`config.mk`:
```
export PLATFORM = sky130hd
export DESIGN_NAME = lsu_top
export DESIGN_NICKNAME = d
export VERILOG_FILES = /design/src/hdl/lsu_pkg.sv /design/src/hdl/lsu_access_if.sv /design/src/hdl/lsu_addr_gen.sv /design/src/hdl/lsu_ctrl_fsm.sv /design/src/hdl/lsu_load_align.sv /design/src/hdl/lsu_top.sv
export SDC_FILE = /design/constraint.sdc
export NUM_CORES = 1
export LEC_CHECK = 0
export ABC_AREA = 1
export BUFFER_PORTS_ARGS = -buffer_cell sky130_fd_sc_hd__buf_2
export CAP_MARGIN = 20
export CORE_MARGIN = 2
export CORE_UTILIZATION = 45
export CTS_CLUSTER_DIAMETER = 30
export DETAILED_ROUTE_END_ITERATION = 10
export GPL_TIMING_DRIVEN = 0
export PLACE_DENSITY = 0.81
export SYNTH_ARGS = -nofsm -noshare
export SYNTH_HDL_FRONTEND = slang
export SYNTH_SLANG_ARGS = --single-unit
```
`constraint.sdc`:
```
create_clock -name clk -period 8.42 [get_ports clk]
set_clock_uncertainty 0.2 [all_clocks]
set_input_delay 1.684 -clock clk [delete_from_list [all_inputs] [get_ports clk]]
set_output_delay 1.684 -clock clk [all_outputs]
set_load 0.1 [all_outputs]
```
`src/hdl/lsu_pkg.sv`:
```
package lsu_pkg;

  // datapath widths, the byte-lane logic assumes a 32-bit word
  localparam int XLEN  = 32;
  localparam int IMM_W = 12;
  localparam int LANES = 4;
  localparam int REG_W = 5;

  typedef logic [XLEN-1:0]          word_t;
  typedef logic [LANES-1:0]         sel_t;
  typedef logic [IMM_W-1:0]         imm_t;
  typedef logic [REG_W-1:0]         reg_idx_t;
  typedef logic [$clog2(LANES)-1:0] lane_off_t;

  // next PC after a completed access
  localparam word_t PC_STEP = word_t'(4);

  // memory opcodes from decode, anything outside the list traps
  typedef enum logic [3:0] {
    OP_NONE = 4'd0,
    OP_LB   = 4'd1,
    OP_LH   = 4'd2,
    OP_LW   = 4'd3,
    OP_LBU  = 4'd4,
    OP_LHU  = 4'd5,
    OP_SB   = 4'd6,
    OP_SH   = 4'd7,
    OP_SW   = 4'd8
  } lsu_op_e;

  // ST_IDLE also covers a captured instruction that has not issued yet
  typedef enum logic [1:0] {
    ST_IDLE   = 2'd0,
    ST_ISSUE  = 2'd1,
    ST_WAIT   = 2'd2,
    ST_RETIRE = 2'd3
  } lsu_state_e;

endpackage

```
`src/hdl/lsu_access_if.sv`:
```
`timescale 1ns/1ps

// carries the captured instruction out of the controller and the computed
// access back, everything here is combinational from controller registers
interface lsu_access_if;
  lsu_pkg::lsu_op_e   op;
  lsu_pkg::reg_idx_t  rd;
  lsu_pkg::word_t     rs1;
  lsu_pkg::word_t     rs2;
  lsu_pkg::imm_t      imm;
  lsu_pkg::word_t     addr;
  lsu_pkg::lane_off_t offset;
  lsu_pkg::sel_t      sel;
  lsu_pkg::word_t     wdata;
  logic               is_store;

  modport gen (input op, rs1, rs2, imm, output addr, offset, sel, wdata, is_store);

  modport ctrl (output op, rd, rs1, rs2, imm, input addr, offset, sel, wdata, is_store);

  modport align (input op, rd, offset);

endinterface

```
`src/hdl/lsu_addr_gen.sv`:
```
`timescale 1ns/1ps

module lsu_addr_gen (
  lsu_access_if.gen acc
);

  localparam int OFF_W = $bits(lsu_pkg::lane_off_t);
  localparam int EXT_W = lsu_pkg::XLEN - lsu_pkg::IMM_W;

  lsu_pkg::word_t imm_ext;
  lsu_pkg::word_t eff_addr;
  lsu_pkg::word_t byte_data;
  lsu_pkg::word_t half_data;

  assign imm_ext  = {{EXT_W{acc.imm[lsu_pkg::IMM_W-1]}}, acc.imm};
  assign eff_addr = acc.rs1 + imm_ext;

  // the bus only sees word addresses, the offset picks the lanes
  assign acc.addr   = {eff_addr[lsu_pkg::XLEN-1:OFF_W], {OFF_W{1'b0}}};
  assign acc.offset = eff_addr[OFF_W-1:0];

  assign byte_data = lsu_pkg::word_t'(acc.rs2[7:0]);
  assign half_data = lsu_pkg::word_t'(acc.rs2[15:0]);

  always_comb
  begin
    acc.sel      = '0;
    acc.wdata    = '0;
    acc.is_store = 1'b0;
    case (acc.op)
      lsu_pkg::OP_LB, lsu_pkg::OP_LBU:
        acc.sel = lsu_pkg::sel_t'(1) << acc.offset;
      lsu_pkg::OP_LH, lsu_pkg::OP_LHU:
        acc.sel = lsu_pkg::sel_t'(3) << {acc.offset[1], 1'b0};
      lsu_pkg::OP_LW:
        acc.sel = '1;
      lsu_pkg::OP_SB:
      begin
        acc.sel      = lsu_pkg::sel_t'(1) << acc.offset;
        acc.wdata    = byte_data << {acc.offset, 3'b000};
        acc.is_store = 1'b1;
      end
      lsu_pkg::OP_SH:
      begin
        // halves go to the lower or upper pair of lanes
        acc.sel      = lsu_pkg::sel_t'(3) << {acc.offset[1], 1'b0};
        acc.wdata    = half_data << {acc.offset[1], 4'b0000};
        acc.is_store = 1'b1;
      end
      lsu_pkg::OP_SW:
      begin
        acc.sel      = '1;
        acc.wdata    = acc.rs2;
        acc.is_store = 1'b1;
      end
      default: acc.sel = '0;
    endcase
  end

endmodule

```
`src/hdl/lsu_ctrl_fsm.sv`:
```
`timescale 1ns/1ps

module lsu_ctrl_fsm (
  input  logic                clk,
  input  logic                rst,
  input  logic                dpu_vld_i,
  input  lsu_pkg::lsu_op_e    dpu_op_i,
  input  lsu_pkg::word_t      dpu_pc_i,
  input  lsu_pkg::reg_idx_t   dpu_rd_i,
  input  lsu_pkg::imm_t       dpu_imm_i,
  input  lsu_pkg::word_t      dpu_rs1_data_i,
  input  lsu_pkg::word_t      dpu_rs2_data_i,
  input  logic                bus_ack_i,
  output logic                lsu_vld_o,
  output logic                lsu_retired_o,
  output logic                lsu_freeze_o,
  output logic                lsu_trap_o,
  output lsu_pkg::word_t      lsu_pc_o,
  output lsu_pkg::word_t      lsu_pc_next_o,
  output lsu_pkg::reg_idx_t   lsu_rd_o,
  output logic                bus_cyc_o,
  output logic                bus_stb_o,
  output logic                bus_we_o,
  output lsu_pkg::word_t      bus_adr_o,
  output lsu_pkg::word_t      bus_dat_o,
  output lsu_pkg::sel_t       bus_sel_o,
  lsu_access_if.ctrl          acc
);

  lsu_pkg::lsu_state_e state;
  lsu_pkg::lsu_op_e    op_q;
  lsu_pkg::word_t      rs1_q;
  lsu_pkg::word_t      rs2_q;
  lsu_pkg::imm_t       imm_q;
  logic                accept;
  logic                op_valid;
  logic                pc_misaligned;

  assign acc.op  = op_q;
  assign acc.rd  = lsu_rd_o;
  assign acc.rs1 = rs1_q;
  assign acc.rs2 = rs2_q;
  assign acc.imm = imm_q;

  // take a new instruction when empty or in the retire cycle
  assign accept        = dpu_vld_i & (~lsu_vld_o | lsu_retired_o);
  assign pc_misaligned = |lsu_pc_o[1:0];

  always_comb
  begin
    case (op_q)
      lsu_pkg::OP_LB, lsu_pkg::OP_LH, lsu_pkg::OP_LW, lsu_pkg::OP_LBU,
      lsu_pkg::OP_LHU, lsu_pkg::OP_SB, lsu_pkg::OP_SH, lsu_pkg::OP_SW: op_valid = 1'b1;
      default: op_valid = 1'b0;
    endcase
  end

  // operands only matter while an instruction is held
  always_ff @(posedge clk)
  begin
    if (accept)
    begin
      rs1_q <= dpu_rs1_data_i;
      rs2_q <= dpu_rs2_data_i;
      imm_q <= dpu_imm_i;
    end
  end

  always_ff @(posedge clk)
  begin
    if (rst)
    begin
      state         <= lsu_pkg::ST_IDLE;
      op_q          <= lsu_pkg::OP_NONE;
      lsu_vld_o     <= 1'b0;
      lsu_retired_o <= 1'b0;
      lsu_freeze_o  <= 1'b0;
      lsu_trap_o    <= 1'b0;
      lsu_pc_o      <= '0;
      lsu_pc_next_o <= '0;
      lsu_rd_o      <= '0;
      bus_cyc_o     <= 1'b0;
      bus_stb_o     <= 1'b0;
      bus_we_o      <= 1'b0;
      bus_adr_o     <= '0;
      bus_dat_o     <= '0;
      bus_sel_o     <= '0;
    end
    else
    begin
      // strobe, retire and trap are single-cycle pulses
      lsu_retired_o <= 1'b0;
      lsu_trap_o    <= 1'b0;
      bus_cyc_o     <= 1'b0;
      bus_stb_o     <= 1'b0;

      if (accept)
      begin
        lsu_vld_o    <= 1'b1;
        lsu_freeze_o <= 1'b1;
        op_q         <= dpu_op_i;
        lsu_pc_o     <= dpu_pc_i;
        lsu_rd_o     <= dpu_rd_i;
      end
      else if (lsu_retired_o)
        lsu_vld_o <= 1'b0;

      case (state)
        lsu_pkg::ST_IDLE:
        begin
          if (lsu_vld_o && op_valid)
          begin
            state     <= lsu_pkg::ST_ISSUE;
            bus_cyc_o <= 1'b1;
            bus_stb_o <= 1'b1;
            bus_adr_o <= acc.addr;
            bus_we_o  <= acc.is_store;
            bus_sel_o <= acc.sel;
            if (acc.is_store)
              bus_dat_o <= acc.wdata;
          end
          else if (lsu_vld_o)
          begin
            // not a memory access, retire at once with a trap
            state         <= lsu_pkg::ST_RETIRE;
            lsu_retired_o <= 1'b1;
            lsu_trap_o    <= 1'b1;
            lsu_freeze_o  <= 1'b0;
          end
        end
        lsu_pkg::ST_ISSUE: state <= lsu_pkg::ST_WAIT;
        lsu_pkg::ST_WAIT:
        begin
          // no bound on the wait, the slave must answer eventually
          if (bus_ack_i)
          begin
            state         <= lsu_pkg::ST_RETIRE;
            lsu_retired_o <= 1'b1;
            lsu_freeze_o  <= 1'b0;
            lsu_trap_o    <= pc_misaligned;
            lsu_pc_next_o <= lsu_pc_o + lsu_pkg::PC_STEP;
          end
        end
        default: state <= lsu_pkg::ST_IDLE;
      endcase
    end
  end

endmodule

```
`src/hdl/lsu_load_align.sv`:
```
`timescale 1ns/1ps

module lsu_load_align (
  input  logic           clk,
  input  logic           rst,
  input  logic           bus_ack_i,
  input  lsu_pkg::word_t bus_dat_i,
  output logic           lsu_rd_wr_o,
  output lsu_pkg::word_t lsu_rd_data_o,
  output lsu_pkg::word_t lsu_mem_rdata_o,
  lsu_access_if.align    acc
);

  localparam int B_EXT = lsu_pkg::XLEN - 8;
  localparam int H_EXT = lsu_pkg::XLEN - 16;

  lsu_pkg::word_t byte_lane;
  lsu_pkg::word_t half_lane;
  lsu_pkg::word_t load_val;
  logic           is_load;

  // move the addressed lane down to bit 0
  assign byte_lane = bus_dat_i >> {acc.offset, 3'b000};
  assign half_lane = bus_dat_i >> {acc.offset[1], 4'b0000};

  always_comb
  begin
    is_load  = 1'b1;
    load_val = '0;
    case (acc.op)
      lsu_pkg::OP_LB:  load_val = {{B_EXT{byte_lane[7]}}, byte_lane[7:0]};
      lsu_pkg::OP_LBU: load_val = {{B_EXT{1'b0}}, byte_lane[7:0]};
      lsu_pkg::OP_LH:  load_val = {{H_EXT{half_lane[15]}}, half_lane[15:0]};
      lsu_pkg::OP_LHU: load_val = {{H_EXT{1'b0}}, half_lane[15:0]};
      lsu_pkg::OP_LW:  load_val = bus_dat_i;
      default:         is_load  = 1'b0;
    endcase
  end

  always_ff @(posedge clk)
  begin
    if (rst)
    begin
      lsu_rd_wr_o     <= 1'b0;
      lsu_rd_data_o   <= '0;
      lsu_mem_rdata_o <= '0;
    end
    else
    begin
      lsu_rd_wr_o <= 1'b0;
      if (bus_ack_i)
        lsu_mem_rdata_o <= bus_dat_i;
      if (bus_ack_i && is_load)
      begin
        lsu_rd_wr_o <= 1'b1;
        // x0 is hardwired to zero
        lsu_rd_data_o <= (acc.rd == '0) ? '0 : load_val;
      end
    end
  end

endmodule

```
`src/hdl/lsu_top.sv`:
```
`timescale 1ns/1ps

module lsu_top (
  input  logic                clk,
  input  logic                rst,
  input  logic                dpu_vld_i,
  input  lsu_pkg::lsu_op_e    dpu_op_i,
  input  lsu_pkg::word_t      dpu_pc_i,
  input  lsu_pkg::reg_idx_t   dpu_rd_i,
  input  lsu_pkg::imm_t       dpu_imm_i,
  input  lsu_pkg::word_t      dpu_rs1_data_i,
  input  lsu_pkg::word_t      dpu_rs2_data_i,
  output logic                lsu_vld_o,
  output logic                lsu_retired_o,
  output logic                lsu_freeze_o,
  output logic                lsu_trap_o,
  output lsu_pkg::word_t      lsu_pc_o,
  output lsu_pkg::word_t      lsu_pc_next_o,
  output lsu_pkg::reg_idx_t   lsu_rd_o,
  output logic                lsu_rd_wr_o,
  output lsu_pkg::word_t      lsu_rd_data_o,
  output lsu_pkg::word_t      lsu_mem_rdata_o,
  output logic                bus_cyc_o,
  output logic                bus_stb_o,
  output logic                bus_we_o,
  output lsu_pkg::word_t      bus_adr_o,
  output lsu_pkg::word_t      bus_dat_o,
  output lsu_pkg::sel_t       bus_sel_o,
  input  logic                bus_ack_i,
  input  lsu_pkg::word_t      bus_dat_i
);

  lsu_access_if acc ();

  // owns the instruction registers and the bus cycle
  lsu_ctrl_fsm u_ctrl (
    .clk            (clk),
    .rst            (rst),
    .dpu_vld_i      (dpu_vld_i),
    .dpu_op_i       (dpu_op_i),
    .dpu_pc_i       (dpu_pc_i),
    .dpu_rd_i       (dpu_rd_i),
    .dpu_imm_i      (dpu_imm_i),
    .dpu_rs1_data_i (dpu_rs1_data_i),
    .dpu_rs2_data_i (dpu_rs2_data_i),
    .bus_ack_i      (bus_ack_i),
    .lsu_vld_o      (lsu_vld_o),
    .lsu_retired_o  (lsu_retired_o),
    .lsu_freeze_o   (lsu_freeze_o),
    .lsu_trap_o     (lsu_trap_o),
    .lsu_pc_o       (lsu_pc_o),
    .lsu_pc_next_o  (lsu_pc_next_o),
    .lsu_rd_o       (lsu_rd_o),
    .bus_cyc_o      (bus_cyc_o),
    .bus_stb_o      (bus_stb_o),
    .bus_we_o       (bus_we_o),
    .bus_adr_o      (bus_adr_o),
    .bus_dat_o      (bus_dat_o),
    .bus_sel_o      (bus_sel_o),
    .acc            (acc)
  );

  lsu_addr_gen u_addr_gen (
    .acc (acc)
  );

  lsu_load_align u_load_align (
    .clk             (clk),
    .rst             (rst),
    .bus_ack_i       (bus_ack_i),
    .bus_dat_i       (bus_dat_i),
    .lsu_rd_wr_o     (lsu_rd_wr_o),
    .lsu_rd_data_o   (lsu_rd_data_o),
    .lsu_mem_rdata_o (lsu_mem_rdata_o),
    .acc             (acc)
  );

endmodule

```
# ---- After elaboration in Yosys (flattened, before gate mapping)
# Memories as Yosys holds them, arrays and structs flattened. A register that Yosys moved wholly into a read port is not among the register bits.
# Cells that the tools add are included.
# W data, S select, Z words.
dict set report totals {
  word_cells 88
  ramBits 0
  regBits 288
  output_inout_bits 209
  inputBits 153
  memories 1
  rom_bits 16
  latchBits 0
}
# memory depth word_bits read_ports rd_ports_with_merged_regs write_ports line_no
set memory_table {}
lappend memory_table {{(no name shown)} 16 1 1 1 0 lsu_ctrl_fsm.sv:51} ;# case (op_q)
dict set report op_classes {
  div_mod_pow 0
  order_cmp 0
  shifts 6
  n_mul 0
  addsub 2
  n_mux 27
  bitwise 4
  reduce_logical 16
  n_eq_ne 12
}
# op count
set op_table {}
lappend op_table {{$pmux W32 S5} 1}
lappend op_table {{$pmux W32 S3} 1}
lappend op_table {{$add A32 B3 Y32 const B} 1}
lappend op_table {{$add A32 B32 Y32} 1}
lappend op_table {{$mux W32} 1}
lappend op_table {{$shl A16 B5 Y32} 1}
lappend op_table {{$shl A8 B5 Y32} 1}
lappend op_table {{$shr A32 B5 Y16} 1}
lappend op_table {{$shr A32 B5 Y8} 1}
lappend op_table {{$eq A4 B3 Y1 const B} 4}
lappend op_table {{$mux W1} 14}
lappend op_table {{$pmux W4 S3} 1}
lappend op_table {{$reduce_or A3 Y1} 3}
lappend op_table {{$eq A4 B2 Y1 const B} 2}
lappend op_table {{$mux W4} 2}
lappend op_table {{$mux W2} 3}
lappend op_table {{$pmux W1 S2} 3}
lappend op_table {{$pmux W2 S3} 1}
lappend op_table {{$reduce_and A2 Y1} 3}
lappend op_table {{$reduce_or A2 Y1} 3}
lappend op_table {{$logic_not A5 Y1} 1}
lappend op_table {{$reduce_or A5 Y1} 1}
lappend op_table {{$eq A4 B1 Y1 const B} 1}
lappend op_table {{$eq A4 B4 Y1 const B} 1}
lappend op_table {{13 further kinds} 15}

# ---- Depth between registers and ports, before layout
dict set report logic_depth {
  ltp_word 7
  depth_mapped 13
  ltp_nobuf 13
}

# ---- By module
# From an unflattened synthesis, not the netlist that was laid out.
dict set report hier_totals {
  cells_unflattened 2033
  hier_area_um2 14635.3
}
# mod cells_each instances area_each_um2 seq_area_each_um2
set by_module_without_submodules {}
lappend by_module_without_submodules {lsu_ctrl_fsm 955 1 8519.4 5285.1}
lappend by_module_without_submodules {lsu_addr_gen 625 1 3088.0 0.0}
lappend by_module_without_submodules {lsu_load_align 453 1 3027.9 1301.2}

# ---- Worst setup path after synthesis
# Ideal clock, no wire load.
dict set report synth_timing {
  path_type {input to register}
  start {input port dpu_vld_i}
  end {register u_ctrl.imm_q[0], in the netlist u_ctrl.acc.imm[0], enable pin}
  required_time_ns 7.750
  setup_time_ns 0.470
  t_arrival_ns 4.199
  path_stages 3
  slack_ns 3.551
  n_path_buf 1
  cell_sequence {nand2_1 > clkinv_1 > clkbuf_1}
}
dict set report synth_via {
  elab_chain_cells 1
}
# element line_no
set synth_lines {}
lappend synth_lines {{start, declared} lsu_top.sv:6} ;# input logic dpu_vld_i,
lappend synth_lines {{$and A1 B1 Y1} lsu_ctrl_fsm.sv:46} ;# assign accept = dpu_vld_i & (~lsu_vld_o | lsu_retired_o);
lappend synth_lines {{via u_ctrl.accept} lsu_ctrl_fsm.sv:35} ;# logic accept;
lappend synth_lines {{end signal, assigned} lsu_ctrl_fsm.sv:65} ;# imm_q <= dpu_imm_i;
lappend synth_lines {{end, declared} lsu_ctrl_fsm.sv:34} ;# lsu_pkg::imm_t imm_q;
# The timed path passes the listed nets, and every way through them passes these cells.
# A chain may end at the register's enable or synchronous reset.

# ---- Worst setup path in the final report
dict set report layout_timing {
  start {register u_ctrl.lsu_pc_o[20]}
  end {output port lsu_pc_o[20]}
}
# element line_no
set layout_rtl {}
lappend layout_rtl {{start, declared} lsu_ctrl_fsm.sv:18} ;# output lsu_pkg::word_t lsu_pc_o,
lappend layout_rtl {{start signal, assigned} lsu_ctrl_fsm.sv:102} ;# lsu_pc_o <= dpu_pc_i;
lappend layout_rtl {{end, declared} lsu_top.sv:17} ;# output lsu_pkg::word_t lsu_pc_o,
# No word-level cell between the ends.

==> flow_summary_export.csv <==
group,metric,value,unit
logic_synthesis,synth_most_common_cell,"nand2_1",
placed_design,gp_congestion,0.9363,
cts,cts_sinks,289,
setup_path,end_kind,"output pin",
route,drt_first_pass_iters,8,
logic_synthesis,yosys_warnings,0,
cts,cts_setup_buffers,0,
cts,path_clk_slew,0.05,ns
hold_path,hp-class,"reg2reg",
grt,grt_pass1_wl,71880,um
route,num_vias,14550,
logic_synthesis,postSynthAreaPerCell,7.434,um^2
logic_synthesis,syn_area,13930,um^2
route,drc,0,
cts,cts_root_buf,"clkbuf_16",
final_layout,layoutNonFillerInstCount,2744,
final_layout,nFillCells,2692,
placed_design,dp_cells,2629,
grt,grt_overflow_total,0,
cts,cts-buffers-inserted,57,
floorplan,dieArea,32380,um^2
sta,timing.final.crit_share,41.36,%
setup_path,critPathRequiredTime,6.54,ns
grt,antenna_found_initial,7,
logic_synthesis,async_reset_ff_share,0,%
sta,max_freq,287.1,MHz
route,drtIter0Drc,1346,
route,ant_nets,0,
hold_path,whs_path_depth,2,
logic_synthesis,netlist_instances,1874,
logic_synthesis,yosysSeqAreaShare,46.99,%
logic_synthesis,synth_flop_cell,"dfxtp_1",
placed_design,port_buffers,357,
outcome,status,"complete, no violations",
floorplan,die_width,179.9,um
setup_path,crit_path_cell_trace,"buf_2",
setup_path,cp.arrival,1.60,ns
setup_path,worstSetupPathDepth,1,
cts,cts_hold_buf,0,
floorplan,core_area,30510,um^2
sta,timing.hold.ws,0.2587,ns
floorplan,start_util,45.66,%
pwr,powerDensity,304.2,nW/um^2
cts,htreeDepth,2,
sta,slew_viol_final,0,
setup_path,crit_buf_inv,1,
grt,grt_use_total,27.50,%
sta,timing.slew.headroom,47.01,%
setup_path,slowest_stage,"dfxtp_1",
grt,grt_pass1_vias,13750,
logic_synthesis,synth.largest_area_cell,"dfxtp_1",
floorplan,die_h,179.9,um
final_layout,area_delta_synth_final,30.88,%
floorplan,core.rowCount,64,
floorplan,pin_count,362,
cts,max-clock-path-buffers,3,
setup_path,critical-path-top-delay-family,"flip-flops",
route,routedWlPerCell,16.94,um
final_layout,nets,2481,
final_layout,multiInputGateArea,6101,um^2
cts,tritoncts,"yes",
logic_synthesis,synth_edf_count,76,
pwr,p_leak,8.983,nW
sta,min_period,3.483,ns
setup_path,critPathLaunchType,"register",
logic_synthesis,netlist_top_cells_area,"dfxtp_1, edfxtp_1, nand2_1, a21oi_1, inv_1",
route,finalWirelength,46490,um
placed_design,dp_hpwl,35210,um
final_layout,seqCellArea,6546,um^2
final_layout,final_layout_size_suffix_gt1_share,21.44,%
setup_path,reg2reg_depth,8,
final_layout,final_cell_area,18230,um^2
setup_path,worst-setup-path-type,"reg2out",
final_layout,final_util,59.76,%
cts,post_cts_resized,0,
logic_synthesis,synth.distinct_cells,46,
setup_path,max_stage_delay,0.53,ns
setup_path,critPathMaxFanout,6,
sta,finalHoldViolCount,0,
sta,rsz0062_at_grt,"no",
logic_synthesis,synth_seq_cells,289,
sta,tightest_slew,0.7948,ns
placed_design,post_dp_cell_area,16250,um^2
logic_synthesis,synth_top_area_share,30.61,%
sta,fin_tns_setup,0,ns
sta,setup_viol,0,
route,drt-vias-per-instance,5.304,
run,maxCapViolCount,0,
cts,clk_latency,0.57,ns
pwr,ir_drop,0.2235,mV
grt,grt_max_degree,71,
logic_synthesis,synth_common_cells,"nand2_1, inv_1, a21oi_1, dfxtp_1, nor2_1",
## path summary, 6_finish.rpt
check | from | end | slack [ns]
setup / recovery | u_ctrl.lsu_pc_o[20] | lsu_pc_o[20] | 4.94
hold / removal | u_ctrl.bus_dat_o[3] | u_ctrl.bus_dat_o[3] | 0.26
hold reg to reg | u_ctrl.bus_dat_o[3] | u_ctrl.bus_dat_o[3] | 0.26
setup reg to reg | u_ctrl.acc.rs1[0] | u_ctrl.bus_dat_o[21] | 5.46
## report_power, final
part           switching [mW]  internal [mW]
Clock                   0.794           1.44
Sequential              0.100           1.58
Combinational            1.30          0.327
Total                    2.20           3.35
## sequential cells by signal, indices dropped and copies added (netlist names)
signal and cells:
u_load_align.lsu_rd_wr_o 1, u_ctrl.lsu_trap_o 1, u_ctrl.acc.rd 5, u_ctrl.acc.imm 12, u_ctrl.lsu_vld_o 1, u_ctrl.state 2, u_load_align.lsu_mem_rdata_o 32, u_ctrl.lsu_retired_o 1
u_ctrl.lsu_freeze_o 1, u_ctrl.bus_we_o 1, u_ctrl.bus_adr_o 30, u_ctrl.bus_sel_o 4, u_ctrl.bus_dat_o 32, u_ctrl.acc.rs1 32, u_ctrl.acc.rs2 32, u_ctrl.bus_cyc_o 1
u_ctrl.lsu_pc_o 32, u_ctrl.lsu_pc_next_o 32, u_load_align.lsu_rd_data_o 32, u_ctrl.op_valid 1, u_ctrl.acc.op 4
## routing by layer
layer,vias up,global-route usage [%],wire length (um)
li1,6972,-,-
met1,6693,34.63,18830
met2,751,45.67,21770
met3,138,4.639,3742
met4,0,13.72,2146
met5,-,0,0
## per-stage QoR
step | setup slack, ns | total power [mW]
2_1_floorplan | 3.551 | 2.952
3_3_place_gp | 2.191 | 3.292
3_5_place_dp | 4.457 | 3.317
4_1_cts | 4.921 | 5.557
5_1_grt | 4.880 | 5.759
6_report | 4.937 | 5.546
## kinds of logic after synthesis
group,after synthesis,share of synthesized area [%]
flops,289,46.99
buf+inv,330,9.242
fa+ha+maj,36,3.287
compound gates,444,17.09
xor+xnor,25,1.572
other cells,1,0.02692
simple gates,749,21.79
## layout by cell type, fill, tap and decap left out, drive strengths merged, types with 2 or more instances in the layout
cell type / Yosys / layout
o31ai: 2 / 2
nor2: 203 / 203
conb: 1 / 2
o22ai: 7 / 7
and3: 2 / 2
diode: 0 / 7
buf: 23 / 381
bufinv: 0 / 4
o221ai: 3 / 3
o21ai: 168 / 168
nand3: 92 / 92
clkinvlp: 0 / 6
o211ai: 9 / 9
edfxtp: 76 / 76
xor2: 20 / 20
clkinv: 5 / 27
o21a: 11 / 11
a2bb2oi: 3 / 3
inv: 248 / 258
clkbuf: 54 / 120
ha: 35 / 35
nand4: 11 / 11
dfxtp: 213 / 213
nor3: 16 / 16
or3: 3 / 3
a21oi: 218 / 218
nand2: 417 / 417
xnor2: 5 / 5
o21bai: 13 / 13
a22oi: 9 / 9
## cell type report
type                       instances  share of cell area [%]
antenna                            7                 0.09607
buffer                            77                   1.873
clock buffer                      66                   8.345
clock inverter                    42                   2.443
inverter                         253                   5.209
multi-input combinational       1256                   33.46
sequential                       289                   35.90
tap                              396                   2.718
timing repair buffer             358                   9.951
No activity file was read; power rests on OpenSTA's default activity.
